==> src/logic/boot_params.svh <==
////////////////////////////////////////
// Widths, download indices and ROM slot pages
// for the boot image loader, include where needed
////////////////////////////////////////

`ifndef BOOT_PARAMS_SVH
`define BOOT_PARAMS_SVH

// Widths
`define BOOT_ADDR_W   23    // Memory word address
`define IOCTL_ADDR_W  25    // Host stream address
`define PAGE_W        9     // Bit 8 selects upper-ROM half
`define BLK_AW        14    // Offset bits inside a 16 KB block
`define DL_IDX_W      8
`define BANK_W        2
`define MAP_W         256   // One bit per upper-ROM page

// Host download indices
`define DL_IDX_ROM    8'd0
`define DL_IDX_EXT    8'd3

// System ROM slots
`define PAGE_OS       9'h000
`define PAGE_BASIC    9'h100
`define PAGE_AMSDOS   9'h107
`define PAGE_CART     9'h0FF

// Unused page for a broken extension
`define PAGE_BAD      9'h1EE
`define PAGE_COMBO    9'h1FF  // Base after first block of a combined image

`endif

==> src/logic/boot_pkg.sv <==
////////////////////////////////////////
// Shared types of the boot image loader
////////////////////////////////////////

package boot_pkg;

	// Kind of the running download
	// Produced by the decode stage, consumed by the address map
	typedef enum logic [1:0] {
		DL_NONE = 2'd0,  // No loader download active
		DL_ROM  = 2'd1,  // System ROM set, fixed slots
		DL_EXT  = 2'd2   // Expansion ROM, page from extension
	} dl_kind_e;

endpackage

==> src/logic/boot_commit.sv <==
////////////////////////////////////////
// Stage 3 of the boot loader: drives the memory
// write and records which upper-ROM pages are loaded
////////////////////////////////////////

`timescale 1ns/1ps
`include "boot_params.svh"

module boot_commit (
	input  logic                    clk_sys,
	input  logic                    reset,
	input  logic [`BOOT_ADDR_W-1:0] mem_addr_i,
	input  logic [`BANK_W-1:0]      bank_i,
	input  logic [7:0]              data_i,
	input  logic                    wr_i,
	output logic                    boot_wr_o,
	output logic [`BOOT_ADDR_W-1:0] boot_addr_o,
	output logic [`BANK_W-1:0]      boot_bank_o,
	output logic [7:0]              boot_data_o,
	output logic [`MAP_W-1:0]       rom_map_o
);

	logic upper_hit;

	// Write lands in the upper-ROM half
	assign upper_hit = wr_i & mem_addr_i[`BOOT_ADDR_W-1];

	////////////////////////////////////////
	// Strobe and presence map
	always_ff @(posedge clk_sys) begin
		if (reset) begin
			boot_wr_o <= 1'b0;
			rom_map_o <= '0;
		end else begin
			boot_wr_o <= wr_i;
			if (upper_hit)
				rom_map_o[mem_addr_i[`BOOT_ADDR_W-2:`BLK_AW]] <= 1'b1;
		end
	end

	// Write payload
	always_ff @(posedge clk_sys) begin
		boot_addr_o <= mem_addr_i;
		boot_bank_o <= bank_i;
		boot_data_o <= data_i;
	end

endmodule

==> src/logic/boot_loader.sv <==
////////////////////////////////////////
// Boot image loader top: host download stream in,
// memory writes and upper-ROM map out
////////////////////////////////////////

`timescale 1ns/1ps
`include "boot_params.svh"

module boot_loader (
	input  logic                     clk_sys,
	input  logic                     reset,
	input  logic                     ioctl_download_i,
	input  logic [`DL_IDX_W-1:0]     ioctl_index_i,
	input  logic                     ioctl_wr_i,
	input  logic [`IOCTL_ADDR_W-1:0] ioctl_addr_i,
	input  logic [7:0]               ioctl_dout_i,
	input  logic [15:0]              ioctl_ext_i,
	input  logic                     model_i,
	output logic                     boot_wr_o,
	output logic [`BOOT_ADDR_W-1:0]  boot_addr_o,
	output logic [`BANK_W-1:0]       boot_bank_o,
	output logic [7:0]               boot_data_o,
	output logic [`MAP_W-1:0]        rom_map_o,
	output logic                     hold_reset_o
);
	import boot_pkg::*;

	// Decode to address map
	dl_kind_e                 s1_kind;
	logic [`PAGE_W-1:0]       s1_page;
	logic [`IOCTL_ADDR_W-1:0] s1_addr;
	logic [7:0]               s1_data;
	logic                     s1_wr;
	logic                     s1_model;

	// Address map to commit
	logic [`BOOT_ADDR_W-1:0]  s2_addr;
	logic [`BANK_W-1:0]       s2_bank;
	logic [7:0]               s2_data;
	logic                     s2_wr;

	dl_decode u_decode (
		.clk_sys          (clk_sys),
		.reset            (reset),
		.ioctl_download_i (ioctl_download_i),
		.ioctl_index_i    (ioctl_index_i),
		.ioctl_wr_i       (ioctl_wr_i),
		.ioctl_addr_i     (ioctl_addr_i),
		.ioctl_dout_i     (ioctl_dout_i),
		.ioctl_ext_i      (ioctl_ext_i),
		.model_i          (model_i),
		.kind_o           (s1_kind),
		.page_o           (s1_page),
		.addr_o           (s1_addr),
		.data_o           (s1_data),
		.wr_o             (s1_wr),
		.model_o          (s1_model),
		.hold_reset_o     (hold_reset_o)
	);

	rom_slot_map u_map (
		.clk_sys    (clk_sys),
		.reset      (reset),
		.kind_i     (s1_kind),
		.page_i     (s1_page),
		.addr_i     (s1_addr),
		.data_i     (s1_data),
		.wr_i       (s1_wr),
		.model_i    (s1_model),
		.mem_addr_o (s2_addr),
		.bank_o     (s2_bank),
		.data_o     (s2_data),
		.wr_o       (s2_wr)
	);

	boot_commit u_commit (
		.clk_sys     (clk_sys),
		.reset       (reset),
		.mem_addr_i  (s2_addr),
		.bank_i      (s2_bank),
		.data_i      (s2_data),
		.wr_i        (s2_wr),
		.boot_wr_o   (boot_wr_o),
		.boot_addr_o (boot_addr_o),
		.boot_bank_o (boot_bank_o),
		.boot_data_o (boot_data_o),
		.rom_map_o   (rom_map_o)
	);

endmodule

==> src/logic/dl_decode.sv <==
////////////////////////////////////////
// Stage 1 of the boot loader: classifies the download,
// decodes the expansion page and registers each write
////////////////////////////////////////

`timescale 1ns/1ps
`include "boot_params.svh"

module dl_decode (
	input  logic                     clk_sys,
	input  logic                     reset,
	input  logic                     ioctl_download_i,
	input  logic [`DL_IDX_W-1:0]     ioctl_index_i,
	input  logic                     ioctl_wr_i,
	input  logic [`IOCTL_ADDR_W-1:0] ioctl_addr_i,
	input  logic [7:0]               ioctl_dout_i,
	input  logic [15:0]              ioctl_ext_i,
	input  logic                     model_i,
	output boot_pkg::dl_kind_e       kind_o,
	output logic [`PAGE_W-1:0]       page_o,
	output logic [`IOCTL_ADDR_W-1:0] addr_o,
	output logic [7:0]               data_o,
	output logic                     wr_o,
	output logic                     model_o,
	output logic                     hold_reset_o
);
	import boot_pkg::*;

	logic               rom_dl;
	logic               ext_dl;
	logic               dl_start;
	logic               download_q;
	logic               model_q;
	logic               combo_q;
	logic               combo_dec;
	logic               combo_cur;
	logic               combo_end;
	logic [`PAGE_W-1:0] page_q;
	logic [`PAGE_W-1:0] page_dec;
	logic [`PAGE_W-1:0] page_cur;
	logic [4:0]         hi_nib;
	logic [4:0]         lo_nib;
	dl_kind_e           kind_cur;

	// ASCII hex digit to {valid, value}
	function automatic logic [4:0] hex_nibble(input logic [7:0] c);
		logic [4:0] r;
		r = 5'd0;
		if (c >= "0" && c <= "9")
			r = {1'b1, c[3:0]};
		else if (c >= "A" && c <= "F")
			r = {1'b1, c[3:0] + 4'd9};
		return r;
	endfunction

	assign rom_dl   = ioctl_download_i && (ioctl_index_i == `DL_IDX_ROM);
	assign ext_dl   = ioctl_download_i && (ioctl_index_i == `DL_IDX_EXT);
	assign dl_start = ioctl_download_i & ~download_q;
	assign hi_nib   = hex_nibble(ioctl_ext_i[15:8]);
	assign lo_nib   = hex_nibble(ioctl_ext_i[7:0]);

	////////////////////////////////////////
	// Extension decode
	always_comb begin
		page_dec  = `PAGE_BAD;
		combo_dec = 1'b0;
		if (hi_nib[4] && lo_nib[4])
			page_dec = {1'b0, hi_nib[3:0], lo_nib[3:0]};
		if (ioctl_ext_i == "ZZ")
			page_dec = '0;
		if (ioctl_ext_i == "Z0") begin
			page_dec  = '0;
			combo_dec = 1'b1;  // Combined image starts at page 0
		end
	end

	// Decoded value is used by a strobe in the start cycle too
	assign page_cur  = (dl_start && ext_dl) ? page_dec : page_q;
	assign combo_cur = (dl_start && ext_dl) ? combo_dec : combo_q;
	assign combo_end = combo_cur && ext_dl && ioctl_wr_i && (&ioctl_addr_i[`BLK_AW-1:0]);
	assign kind_cur  = rom_dl ? DL_ROM : (ext_dl ? DL_EXT : DL_NONE);
	assign model_o   = model_q;

	always_ff @(posedge clk_sys) begin
		if (reset) begin
			download_q   <= 1'b0;
			model_q      <= 1'b0;
			combo_q      <= 1'b0;
			page_q       <= `PAGE_BAD;
			kind_o       <= DL_NONE;
			wr_o         <= 1'b0;
			hold_reset_o <= 1'b0;
		end else begin
			download_q   <= ioctl_download_i;
			hold_reset_o <= rom_dl | ext_dl;
			kind_o       <= kind_cur;
			wr_o         <= ioctl_wr_i & (rom_dl | ext_dl);
			if (dl_start)
				model_q <= model_i;
			if (combo_end) begin
				page_q  <= `PAGE_COMBO;  // Last byte of block 0 still uses page 0
				combo_q <= 1'b0;
			end else begin
				page_q  <= page_cur;
				combo_q <= combo_cur;
			end
		end
	end

	// Payload
	always_ff @(posedge clk_sys) begin
		page_o <= page_cur;
		addr_o <= ioctl_addr_i;
		data_o <= ioctl_dout_i;
	end

endmodule

==> src/logic/rom_slot_map.sv <==
////////////////////////////////////////
// Stage 2 of the boot loader: maps a stream
// address to a memory address and bank
////////////////////////////////////////

`timescale 1ns/1ps
`include "boot_params.svh"

module rom_slot_map (
	input  logic                     clk_sys,
	input  logic                     reset,
	input  boot_pkg::dl_kind_e       kind_i,
	input  logic [`PAGE_W-1:0]       page_i,
	input  logic [`IOCTL_ADDR_W-1:0] addr_i,
	input  logic [7:0]               data_i,
	input  logic                     wr_i,
	input  logic                     model_i,
	output logic [`BOOT_ADDR_W-1:0]  mem_addr_o,
	output logic [`BANK_W-1:0]       bank_o,
	output logic [7:0]               data_o,
	output logic                     wr_o
);
	import boot_pkg::*;

	logic [`IOCTL_ADDR_W-`BLK_AW-1:0] blk;
	logic [`BOOT_ADDR_W-1:0]          addr_nx;
	logic [`BANK_W-1:0]               bank_nx;
	logic                             wr_nx;

	assign blk = addr_i[`IOCTL_ADDR_W-1:`BLK_AW];  // 16 KB block number

	// Low half of memory holds OS and RAM, upper half the upper ROMs
	always_comb begin
		addr_nx                             = '1;
		addr_nx[`BLK_AW-1:0]                = addr_i[`BLK_AW-1:0];
		bank_nx                             = '0;
		wr_nx                               = wr_i;
		case (kind_i)
			DL_EXT: begin
				addr_nx[`BOOT_ADDR_W-1]            = page_i[`PAGE_W-1];
				addr_nx[`BOOT_ADDR_W-2:`BLK_AW]    = page_i[7:0] + addr_i[21:14];
				bank_nx                            = {1'b0, model_i};
			end
			DL_ROM: begin
				case (blk)
					11'd0, 11'd4: addr_nx[`BOOT_ADDR_W-1:`BLK_AW] = `PAGE_OS;
					11'd1, 11'd5: addr_nx[`BOOT_ADDR_W-1:`BLK_AW] = `PAGE_BASIC;
					11'd2, 11'd6: addr_nx[`BOOT_ADDR_W-1:`BLK_AW] = `PAGE_AMSDOS;
					11'd3, 11'd7: addr_nx[`BOOT_ADDR_W-1:`BLK_AW] = `PAGE_CART;
					default:      wr_nx = 1'b0;  // Beyond the second model set
				endcase
				bank_nx = {1'b0, blk[2]};  // Blocks 4-7 belong to the second model
			end
			default: wr_nx = 1'b0;
		endcase
	end

	always_ff @(posedge clk_sys) begin
		if (reset)
			wr_o <= 1'b0;
		else
			wr_o <= wr_nx;
	end

	always_ff @(posedge clk_sys) begin
		mem_addr_o <= addr_nx;
		bank_o     <= bank_nx;
		data_o     <= data_i;
	end

endmodule

==> config.mk <==
export PLATFORM = sky130hd
export DESIGN_NAME = boot_loader
export DESIGN_NICKNAME = d
export VERILOG_FILES = /design/src/logic/boot_pkg.sv /design/src/logic/boot_commit.sv /design/src/logic/boot_loader.sv /design/src/logic/dl_decode.sv /design/src/logic/rom_slot_map.sv
export VERILOG_INCLUDE_DIRS = /design/src /design/src/logic
export SDC_FILE = /design/constraint.sdc
export NUM_CORES = 1
export LEC_CHECK = 0
export BUFFER_PORTS_ARGS = -buffer_cell sky130_fd_sc_hd__clkbuf_2
export CAP_MARGIN = 20
export CORE_MARGIN = 4
export CORE_UTILIZATION = 50
export DETAILED_ROUTE_END_ITERATION = 10
export PLACE_DENSITY = 0.79
export SLEW_MARGIN = 20
export SYNTH_ARGS = -nofsm -noshare
export SYNTH_HDL_FRONTEND = slang
export SYNTH_SLANG_ARGS = --single-unit
==> constraint.sdc <==
create_clock -name clk_sys -period 5.35 [get_ports clk_sys]
set_clock_uncertainty 0.1 [all_clocks]
set_input_delay 1.07 -clock clk_sys [delete_from_list [all_inputs] [get_ports clk_sys]]
set_output_delay 1.07 -clock clk_sys [all_outputs]
set_load 0.005 [all_outputs]
==> summary.md, run 1 <==
| Metric | Value |
|---|---|
| Status | complete, no violations |
| Routed wire per std cell | 18.6 microns |
| Worst Path Arrival | 3190 ps |
| Pwr dens | 368 mW/mm^2 |
| Worst-path fanout max | 16 |
| Initial Utilization | 0.514 |
| DRC | 0 |
| Hold/Removal Path Class | flip-flop to flip-flop |
| Max-slew violations | 0 |
| Sequential area share after synthesis | 0.647 |
| Ant. Diodes | 0 |
| Switching power | 1.15 mW |
| Post-DRT Antenna Nets | 0 |
| HPWL Detailed | 23.8 mm |
| CTS tree | done |
| Ports | 353 |
| Post-Syn Area | 0.0118 sq mm |
| Clock-pin slew on the worst setup and hold paths | 60 ps |
| CTS Hold Bufs | 0 |
| DR vias/cell | 5.27 |
| Switching portion of total power | 0.206 |
| Setup_tns | 0 ps |
| Period minus WS final | 2850 ps |
| Cell taking the most area after synthesis | dfxtp_1 |
| Worst slew pin tran | 1100 ps |
| CP endpoint kind | flip-flop |
| Number of flops mapped to enable cells by yosys | 0 |
| Largest net degree at the start of global routing | 210 |
| IO buf count | 351 |
| Multi-input gate area | 0.00396 sq mm |
| CTS root buffer | clkbuf_16 |
| Critical path class | input pin to flip-flop |
| Initial antenna violation count | 0 |
| Fin crit share | 0.533 |
| Die area | 0.0260 sq mm |
| Fmax | 0.350 GHz |
| CTS buffer count | 37 |
| Die X | 161 microns |
| Row count | 55 |
| GRT Util Overall | 0.259 |
| Cells after synthesis | 1212 |
| Worst Setup Start Kind | input pin |
| Clk_lat worst skew | 520 ps |
| Comb power frac | 0.022 |
| Relative slew slack | 0.267 |
| Prevailing post-synth register cell | dfxtp_1 |
| Die height | 161 microns |
| RSZ-0062 raised after global routing | no |
| Vias in the first global route | 9590 |
| Initial drt markers | 832 |
| Max-cap violations | 0 |
| # Post-CTS Setup Buffers | 0 |
| CTS Buffer Depth | 3 |
| Pre-antenna DRT Iters | 5 |
| Area grow syn2layout | 29.2% |
| YS warnings | 0 |
| Post-Syn Nets | 1292 |
| Post-CTS resize count | 0 |
| Final instance area | 0.0152 sq mm |
| Total grt overflow | 0 |
| # fillers | 1825 |
| Yosys top cell area share | 0.647 |
| Post-synth ARST share | 0 |
| Setup violations, final | 0 |
| Dpl cell area | 0.0139 sq mm |
| Slowest cell on the critical path | or4_1 |
| Fraction of layout cells with a size suffix above 1 | 0.295 |
| Worst path max stage delay | 750 ps |
| First-pass GRT wire length | 53.7 mm |
| CORE AREA | 0.0228 sq mm |
| Clock sinks | 380 |
| Worst hold margin | 225 ps |
| Dominant cells by area after synthesis | dfxtp_1 (65%), a21oi_1 (11%), nor2_1 (9.2%), clkbuf_1 (1.9%), ha_1 (1.8%) |
| Internal | 4.44 mW |
| Layout Nets | 1636 |
| Flops & latches, synth | 380 |
| Routability cong. | 0.878 |
| P_leak | 6.65 nW |
| Maximum VDD drop | 0.294 mV |
| CP cell instances | clkbuf_2 > nor4_1 > nand4b_1 > or4_1 > a31oi_1 |
| Via Count | 9995 |
| Clock power frac | 0.464 |
| Post-synth cell types | 59 |
| Seq pwr share | 0.514 |
| Avg Cell Area, Syn | 9.70 sq um |
| Reg area | 0.00761 sq mm |
| Wirelength, routed | 35.4 mm |
| H-tree depth | 2 |
| Power, Total | 5.59 mW |
| Worst EP required | 5680 ps |
| Hold Fails Final Rpt | 0 |
[worst max-delay path, delay by kind of cell]
family,cells,cell delay [ps]
AOI/OAI and AO/OA,1,190
buffers and inverters,1,80
and+or+nand+nor,3,1850
[kinds of logic after synthesis]
| logic type | count (synthesis) | synth area share |
|---|---|---|
| and+or+nand+nor | 406 | 0.151 |
| DFF | 380 | 0.647 |
| AOI/OAI and AO/OA | 315 | 0.145 |
| buffers and inverters | 80 | 0.0268 |
| adders and majority gates | 18 | 0.0198 |
| xor gates and xnor gates | 8 | 0.00596 |
| muxes | 4 | 0.00362 |
| other | 1 | 0.000319 |
[power by group through the flow]
stage | combinational, mW | sequential (mW) | clock [mW]
after global placement | 0.119 | 2.93 | 0
final | 0.125 | 2.87 | 2.60
after global routing | 0.137 | 2.87 | 2.76
after CTS | 0.124 | 2.87 | 2.63
after detailed placement | 0.122 | 2.94 | 0
after floorplan | 0.0715 | 2.93 | 0
[path summary, 6_finish.rpt]
check / start / end / slack [ps] / cells past startpoint
worst min register to register: u_decode.addr_o[3]$_DFF_P_ / u_map.mem_addr_o[3]$_DFF_P_ / 230 / 0
worst max-delay path: ioctl_index_i[5] / u_decode.page_q[0]$_SDFF_PP0_ / 2500 / 5
worst max register to register: u_map.wr_o$_SDFF_PP0_ / u_commit.rom_map_o[161]$_SDFFE_PP0P_ / 2820 / 5
worst min-delay path: u_decode.addr_o[3]$_DFF_P_ / u_map.mem_addr_o[3]$_DFF_P_ / 230 / 0
[state kept, by name, indices dropped and copies added (netlist names)]
register	count
u_commit.boot_addr_o	23
u_commit.boot_bank_o	1
u_commit.boot_data_o	8
u_commit.boot_wr_o	1
u_commit.rom_map_o	256
u_decode.addr_o	25
u_decode.combo_q	1
u_decode.data_o	8
u_decode.download_q	1
u_decode.hold_reset_o	1
u_decode.kind_o	2
u_decode.model_o	1
u_decode.page_o	9
u_decode.page_q	9
u_decode.wr_o	1
u_map.bank_o	1
u_map.data_o	8
u_map.mem_addr_o	23
u_map.wr_o	1
[per-layer routing]
metal | share of wire | GRT usage
met5 | 0 | 0
met4 | 0.042 | 0.111
met3 | 0.073 | 0.0505
met2 | 0.49 | 0.439
met1 | 0.40 | 0.322
[metrics by stage]
| step | util | setup WS [ps] | instances |
|---|---|---|---|
| after floorplan | - | 2470 | 1212 |
| after global placement | 0.609 | 2110 | 1830 |
| after detailed placement | 0.610 | 2010 | 1830 |
| after CTS | 0.664 | 2510 | 1898 |
| after global routing | 0.665 | 2290 | 1898 |
| final | 0.665 | 2500 | 1898 |
[cells in the final DEF (no fill, tap or decap), types with 3 or more instances in the layout]
cell type / synthesis / final
xnor2_1: 7 / 7
nor4_2: 0 / 3
nor4_1: 10 / 6
buf_4: 1 / 22
nor2_1: 287 / 280
a21o_1: 3 / 3
nand2_1: 30 / 30
o21bai_1: 4 / 4
inv_1: 11 / 11
o21ai_0: 12 / 12
dfxtp_1: 380 / 380
nand4_1: 4 / 4
clkinv_4: 0 / 3
nand3_1: 11 / 11
clkinv_2: 0 / 4
nor2b_1: 4 / 4
clkbuf_1: 61 / 9
nand2b_1: 10 / 10
nor3_2: 0 / 12
clkbuf_16: 0 / 39
nor2_2: 1 / 7
a21oi_1: 269 / 269
clkbuf_2: 1 / 350
or4_1: 3 / 3
o31ai_1: 5 / 5
nand4b_1: 5 / 5
nor3_1: 21 / 8
o211ai_1: 4 / 4
clkbuf_8: 0 / 10
or3_1: 3 / 3
ha_1: 17 / 17
[synthesized netlist by cell type (3+ instances only)]
cell type	count
a21o_1	3
a21oi_1	269
buf_1	3
clkbuf_1	61
dfxtp_1	380
ha_1	17
inv_1	11
nand2_1	30
nand2b_1	10
nand3_1	11
nand4_1	4
nand4b_1	5
nor2_1	287
nor2b_1	4
nor3_1	21
nor4_1	10
o211ai_1	4
o21ai_0	12
o21bai_1	4
o31ai_1	5
or3_1	3
or4_1	3
xnor2_1	7
[cell type report]
cell class                      instances  share of cell area
Sequential cell                       380               0.501
Multi-Input combinational cell        752               0.261
Timing Repair Buffer                  374               0.128
Clock buffer                           58              0.0756
Tap cell                              313              0.0258
Clock inverter                         10             0.00610
Inverter                               11             0.00272
(Power assumes the default switching activity.)
==> inputs of run 2 (changes only) <==
- ABC_AREA: unset -> 1
- CORE_UTILIZATION: 50 -> 46
- PLACE_DENSITY: 0.79 -> 0.76
- clock period: 5.35 -> 2.59 ns (I/O delays scaled with it)
==> summary.md, run 2 <==
| Metric | Value |
|---|---|
| Status | complete, no violations |
| Internal | 9.30 mW (+110%) |
| R2r worst-path depth | 4 (-1) |
| # fillers | 2107 (+15%) |
| CTS Hold Bufs | 24 (+24) |
| Switching portion of total power | 0.204 (-0.00185) |
| IO buf count | 351 (unchanged) |
| Comb power frac | 0.024 (+0.002) |
| Largest net degree at the start of global routing | 99 (-53%) |
| Hold/Removal Path Class | input pin to flip-flop |
| Post-DRT Antenna Nets | 0 (unchanged) |
| CTS buffer count | 37 (unchanged) |
| Vias in the first global route | 9849 (+2.7%) |
| Die height | 170 microns (+5.2%) |
| Yosys top cell area share | 0.632 (-0.0153) |
| Routability cong. | 0.917 (+4.5%) |
| GRT Util Overall | 0.243 (-0.0158) |
| Top cells by count, synth | dfxtp_1 (380), nor2_1 (306), a21oi_1 (270) |
| Clk_lat worst skew | 530 ps (about the same) |
| Wirelength, routed | 36.9 mm (+4.4%) |
| Worst slew pin tran | 1080 ps (-16.7 ps) |
| Via Count | 10400 (+3.9%) |
| YS warnings | 0 (unchanged) |
| # Post-CTS Setup Buffers | 0 (unchanged) |
| CORE AREA | 0.0255 sq mm (+11%) |
| First-pass GRT wire length | 55.4 mm (+3.2%) |
| HPWL Detailed | 25.0 mm (+4.7%) |
| Post-synth ARST share | 0 (unchanged) |
| Routed wire per std cell | 18.3 microns (-1.9%) |
| Die area | 0.0288 sq mm (+11%) |
| Cell taking the most area after synthesis | dfxtp_1 |
| Top Registers | u_commit.rom_map_o x256, u_decode.addr_o x25 |
| Initial antenna violation count | 0 (unchanged) |
| Switching power | 2.39 mW (+110%) |
| Worst path max stage delay | 880 ps (+130 ps) |
| Die X | 170 microns (+5.2%) |
| Period minus WS final | 1970 ps |
| H-tree depth | 2 (unchanged) |
| Hold path endpoint | u_decode.addr_o[1]$_DFF_P_ |
| Slowest cell on the critical path | nor2_1 |
| DR vias/cell | 5.14 (-2.4%) |
| Hold Fails Final Rpt | 0 (unchanged) |
| Maximum VDD drop | 0.729 mV (+150%) |
| Cells after synthesis | 1288 (+6.3%) |
| Max-cap violations | 0 (unchanged) |
| CTS Buffer Depth | 3 (unchanged) |
| Layout Nets | 1744 (+6.6%) |
| P_leak | 7.17 nW (+7.8%) |
| RSZ-0062 raised after global routing | no |
| Hold wc startpoint | ioctl_addr_i[1] |
| Worst-path fanout max | 16 (unchanged) |
| Worst EP required | 2940 ps (-2740 ps) |
| Hold path cells | 1 (+1) |
| Commonest non-fill, non-tap cell in the layout | dfxtp_1 |
| CP cell instances | nand2_1 > nor2_1 > a21oi_1 > nor2_1 |
| Reg-to-Reg Start | u_map.mem_addr_o[18]$_DFF_P_ |
| Max-slew violations | 0 (unchanged) |
| Pwr dens | 748 mW/mm^2 (+100%) |
| Avg Cell Area, Syn | 9.34 sq um (-3.6%) |
| Most common cell in the synthesized netlist | dfxtp_1 |
| Prevailing post-synth register cell | dfxtp_1 |
| Worst Path Arrival | 2320 ps (-870 ps) |
| Post-synth cell types | 37 (-37%) |
| Relative slew slack | 0.278 (+0.0112) |
| Ports | 353 (unchanged) |
| Worst hold margin | 25.1 ps (-200 ps) |
| Reg-to-reg setup timing slack | 620 ps (-2200 ps) |
| Initial Utilization | 0.472 (-0.0419) |
| Pre-antenna DRT Iters | 5 (unchanged) |
| Post-Syn Area | 0.0120 sq mm (+2.4%) |
| Seq pwr share | 0.507 (-0.007) |
| Buffers and inverters on the worst path | 0 (-1) |
| Setup_tns | 0 ps (unchanged) |
| Clock sinks | 380 (unchanged) |
| Area grow syn2layout | 29.8% |
| Largest register by flop count | u_commit.rom_map_o |
| Crit path max-delay family | simple AND/OR/NAND/NOR gates |
| Critical path's most frequent cell | nor2_1 |
| Fmax | 0.508 GHz |
| Number of flops mapped to enable cells by yosys | 0 (unchanged) |
| Critical path class | flip-flop to flip-flop |
| CP endpoint kind | flip-flop |
| CTS root buffer | clkbuf_16 |
| Max reg flops | 256 (unchanged) |
| Flops & latches, synth | 380 (unchanged) |
| Fin crit share | 0.760 |
| Post-Syn Nets | 1368 (+5.9%) |
| Row count | 58 (+5.5%) |
| Dominant cells by area after synthesis | dfxtp_1 (63%), a21oi_1 (11%), nor2_1 (9.5%), nand2_1 (2.7%), inv_1 (1.8%) |
| Clock-pin slew on the worst setup and hold paths | 60 ps (about the same) |
| Fraction of layout cells with a size suffix above 1 | 0.279 (-0.0166) |
| CTS tree | done |
| Worst Setup Start Kind | flip-flop |
| Initial drt markers | 888 (+6.7%) |
| Post-CTS resize count | 0 (unchanged) |
| Total grt overflow | 0 (unchanged) |
| Setup violations, final | 0 (unchanged) |
| Ant. Diodes | 0 (unchanged) |
| Reg-to-Reg End | u_commit.rom_map_o[221]$_SDFFE_PP0P_ |
| Most frequent cells in the layout | dfxtp_1 (380), clkbuf_2 (350), nor2_1 (303) |
| Clock power frac | 0.469 (+0.005) |
| Sequential area share after synthesis | 0.632 (-0.0153) |
| DRC | 0 (unchanged) |
==> run 2: cell count changes after synthesis, sizes merged, moves of 5 or more <==
cell,delta
nand2b,-10
clkbuf,-29
nand4,+6
nand2,+60
nor4,-8
nor2,+28
xnor2,-5
buf,+23
nand3,+21
o31ai,-5
nand4b,-5
inv,+46
==> run 2: layout make-up <==
| type | count | area, sq um | share of cell area |
|---|---|---|---|
| Clock inverter | 12 | 164 | 0.0105 |
| Multi-Input combinational cell | 788 | 3870 | 0.248 |
| Inverter | 57 | 214 | 0.0137 |
| Sequential cell | 380 | 7610 | 0.487 |
| Tap cell | 330 | 413 | 0.0264 |
| Timing Repair Buffer | 400 | 2250 | 0.144 |
| Clock buffer | 53 | 1110 | 0.0708 |
==> run 2: routing by layer <==
metal / GRT usage / part of all wire
met3: 0.0475 / 0.078
met5: 0 / 0
met4: 0.0788 / 0.031
met1: 0.311 / 0.41
met2: 0.414 / 0.48
==> run 2: cell families after synthesis <==
group,synth area share
and+or+nand+nor,0.176
DFF,0.632
AOI/OAI and AO/OA,0.121
buffers and inverters,0.0470
adders and majority gates,0.0193
xor gates and xnor gates,0.00364
other,0.000312
==> run 2: how the worst max path moves through the flow <==
stage / slack, ps / from / to / cells after the start
floorplan: 840 / ioctl_ext_i[8] / u_decode.page_q[7]$_SDFF_PP1_ / 9
CTS: 580 / u_map.mem_addr_o[20]$_DFF_P_ / u_commit.rom_map_o[90]$_SDFFE_PP0P_ / 6
global route: 480 / u_map.mem_addr_o[18]$_DFF_P_ / u_commit.rom_map_o[213]$_SDFFE_PP0P_ / 4
global placement: 560 / ioctl_ext_i[0] / u_decode.page_q[6]$_SDFF_PP1_ / 11
finish: 620 / u_map.mem_addr_o[18]$_DFF_P_ / u_commit.rom_map_o[221]$_SDFFE_PP0P_ / 4
detailed placement: 460 / ioctl_ext_i[8] / u_decode.page_q[4]$_SDFF_PP0_ / 13
==> run 2: stage by stage <==
step	std cells	setup slack (ps)	util	power, mW	cell area, sq um
after floorplan	1288	836	-	6.19	12000
after global placement	1931	558	0.554	6.29	14100
after detailed placement	1931	457	0.554	6.30	14100
after CTS	2020	576	0.613	11.8	15600
after global routing	2020	475	0.614	12.1	15600
final	2020	623	0.614	11.7	15600
==> run 2: power groups by stage <==
stage,clock network [mW],logic (mW),registers (mW)
after floorplan,0,0.128,6.06
after global placement,0,0.236,6.06
after detailed placement,0,0.242,6.06
after CTS,5.57,0.272,5.93
after global routing,5.81,0.303,5.93
final,5.48,0.276,5.93
==> inputs of run 3 (changes only) <==
- ABC_AREA: 1 -> 0
- clock period: 2.59 -> 1.7 ns (I/O delays scaled with it)
==> summary.md, run 3 (same netlist as run 1, synthesis figures left out) <==
| Metric | Value |
|---|---|
| Status | finished, violations left |
| Violated checks | setup timing |
| Largest net degree at the start of global routing | 71 (-28%) |
| CP endpoint kind | flip-flop |
| Worst Path Arrival | 2300 ps (-20 ps) |
| Period minus WS final | 1990 ps (+25.8 ps) |
| Pre-antenna DRT Iters | 5 (unchanged) |
| Commonest non-fill, non-tap cell in the layout | dfxtp_1 |
| Fmax | 0.502 GHz (-1.3%) |
| Internal | 14.6 mW (+57%) |
| Initial Utilization | 0.467 (-0.00583) |
| Hold Fails Final Rpt | 0 (unchanged) |
| Most frequent cells in the layout | dfxtp_1 (376), clkbuf_2 (349), nor2_1 (278) |
| Row count | 58 (unchanged) |
| Hold/Removal Path Class | input pin to flip-flop |
| Via Count | 10700 (+3.1%) |
| Die X | 168 microns (-1.1%) |
| Critical path class | flip-flop to flip-flop |
| Initial drt markers | 945 (+6.4%) |
| Setup_tns | -2460 ps (-2460 ps) |
| First-pass GRT wire length | 58.1 mm (+4.8%) |
| CTS root buffer | clkbuf_16 |
| Switching portion of total power | 0.207 (+0.00265) |
| Worst EP required | 2010 ps (-930 ps) |
| Max-cap violations | 0 (unchanged) |
| Layout Nets | 1779 (+2.0%) |
| Largest register by flop count | u_commit.rom_map_o |
| Total grt overflow | 0 (unchanged) |
| Clock-pin slew on the worst setup and hold paths | 60 ps (about the same) |
| Top Registers | u_commit.rom_map_o x256, u_decode.addr_o x25 |
| Switching power | 3.80 mW (+59%) |
| Final WS setup | -293 ps (-916 ps) |
| Final core occ | 0.674 (+0.0608) |
| Setup violations, final | 12 (+12) |
| GRT Util Overall | 0.256 (+0.0131) |
| Fraction of layout cells with a size suffix above 1 | 0.352 (+0.0735) |
| Ant. Diodes | 0 (unchanged) |
| Routability cong. | 0.837 (-8.7%) |
| Placed cells | 1943 (+0.62%) |
| R2r worst-path depth | 5 (+1) |
| Fin cells | 2059 (+1.9%) |
| Final instance area | 0.0170 sq mm (+8.7%) |
| CORE AREA | 0.0252 sq mm (-1.1%) |
| Routed wire per std cell | 18.3 microns (+0.33%) |
| RSZ-0062 raised after global routing | yes |
| Clk_lat worst skew | 520 ps (about the same) |
| Wirelength, routed | 37.8 mm (+2.3%) |
| CTS tree | done |
| Maximum VDD drop | 1.21 mV (+65%) |
| Dpl cell area | 0.0150 sq mm (+6.3%) |
| Comb power frac | 0.032 (+0.008) |
| Seq pwr share | 0.492 (-0.015) |
| Die height | 168 microns (-1.1%) |
| Clock sinks | 380 (unchanged) |
| Initial antenna violation count | 0 (unchanged) |
| IO buf count | 351 (unchanged) |
| DR vias/cell | 5.20 (+1.2%) |
| HPWL Detailed | 25.1 mm (+0.72%) |
| Area grow syn2layout | 44.5% |
| Fin crit share | 1.17 (+0.413) |
| CTS buffer count | 39 (+5.4%) |
| Max reg flops | 256 (unchanged) |
| CTS Buffer Depth | 3 (unchanged) |
| Pwr dens | 1080 mW/mm^2 (+45%) |
| Worst Setup Start Kind | flip-flop |
| Worst-path fanout max | 4 (-12) |
| Max-slew violations | 0 (unchanged) |
| H-tree depth | 2 (unchanged) |
| Die area | 0.0282 sq mm (-2.2%) |
| Hold path cells | 3 (+2) |
| Clock power frac | 0.476 (+0.007) |
| Post-DRT Antenna Nets | 0 (unchanged) |
| Vias in the first global route | 10500 (+7.0%) |
| DRC | 0 (unchanged) |
| Ports | 353 (unchanged) |
| P_leak | 7.53 nW (+5.1%) |
-- run 3: path summary, 6_finish.rpt --
path,start,endpoint,slack [ps]
setup / recovery,u_decode.download_q$_SDFF_PP0_,u_decode.combo_q$_SDFF_PP0_,-290
hold / removal,ioctl_wr_i,u_decode.wr_o$_SDFF_PP0_,50
setup reg to reg,u_decode.download_q$_SDFF_PP0_,u_decode.combo_q$_SDFF_PP0_,-290
hold reg to reg,u_decode.addr_o[12]$_DFF_P_,u_map.mem_addr_o[12]$_DFF_P_,220
-- run 3: routing by layer --
layer | GRT usage | vias to the layer above | share of wire | wire (microns)
met4 | 0.102 | 0 | 0.042 | 1570
met1 | 0.316 | 5032 | 0.38 | 14500
met2 | 0.443 | 493 | 0.50 | 18700
li1 | - | 5067 | - | -
met3 | 0.0481 | 116 | 0.080 | 3020
met5 | 0 | - | 0 | 0
-- run 3: critical path, stage by stage (launching register included) --
cell and delay [ps]:
dfxtp_1 300, or4b_1 510, or4_4 440, a211oi_4 300, or2_2 190, nor2_1 50
-- run 3: through the flow --
stage	power (mW)	hold WS [ps]	setup WS, ps
after floorplan	9.47	210	-329
after global placement	9.72	210	-659
after detailed placement	9.73	212	-678
after CTS	18.5	19.6	-281
after global routing	19.0	42.5	-336
final	18.4	53.6	-293
-- run 3: cell type report --
type | count | area, sq um
sequential | 380 | 7610
multi-input combinational | 752 | 4200
clock buffer | 57 | 1130
inverter | 11 | 62.6
clock inverter | 14 | 214
tap | 330 | 413
timing repair buffer | 515 | 3340
fill | 1844 | 8200
-- run 3: timing repair --
action                     CTS  global route
hold buffers                36             0
hold endpoints to repair    35             0
gates resized for setup     16            30
setup endpoints to repair  158           129
pin swaps                    6             8
setup buffers                6             3
-- run 3: power groups by stage --
stage	combinational (mW)	sequential [mW]	clock, mW
3_3_place_gp	0.487	9.23	0
2_1_floorplan	0.239	9.23	0
6_report	0.592	9.04	8.76
3_5_place_dp	0.495	9.23	0
4_1_cts	0.570	9.04	8.88
5_1_grt	0.645	9.05	9.28
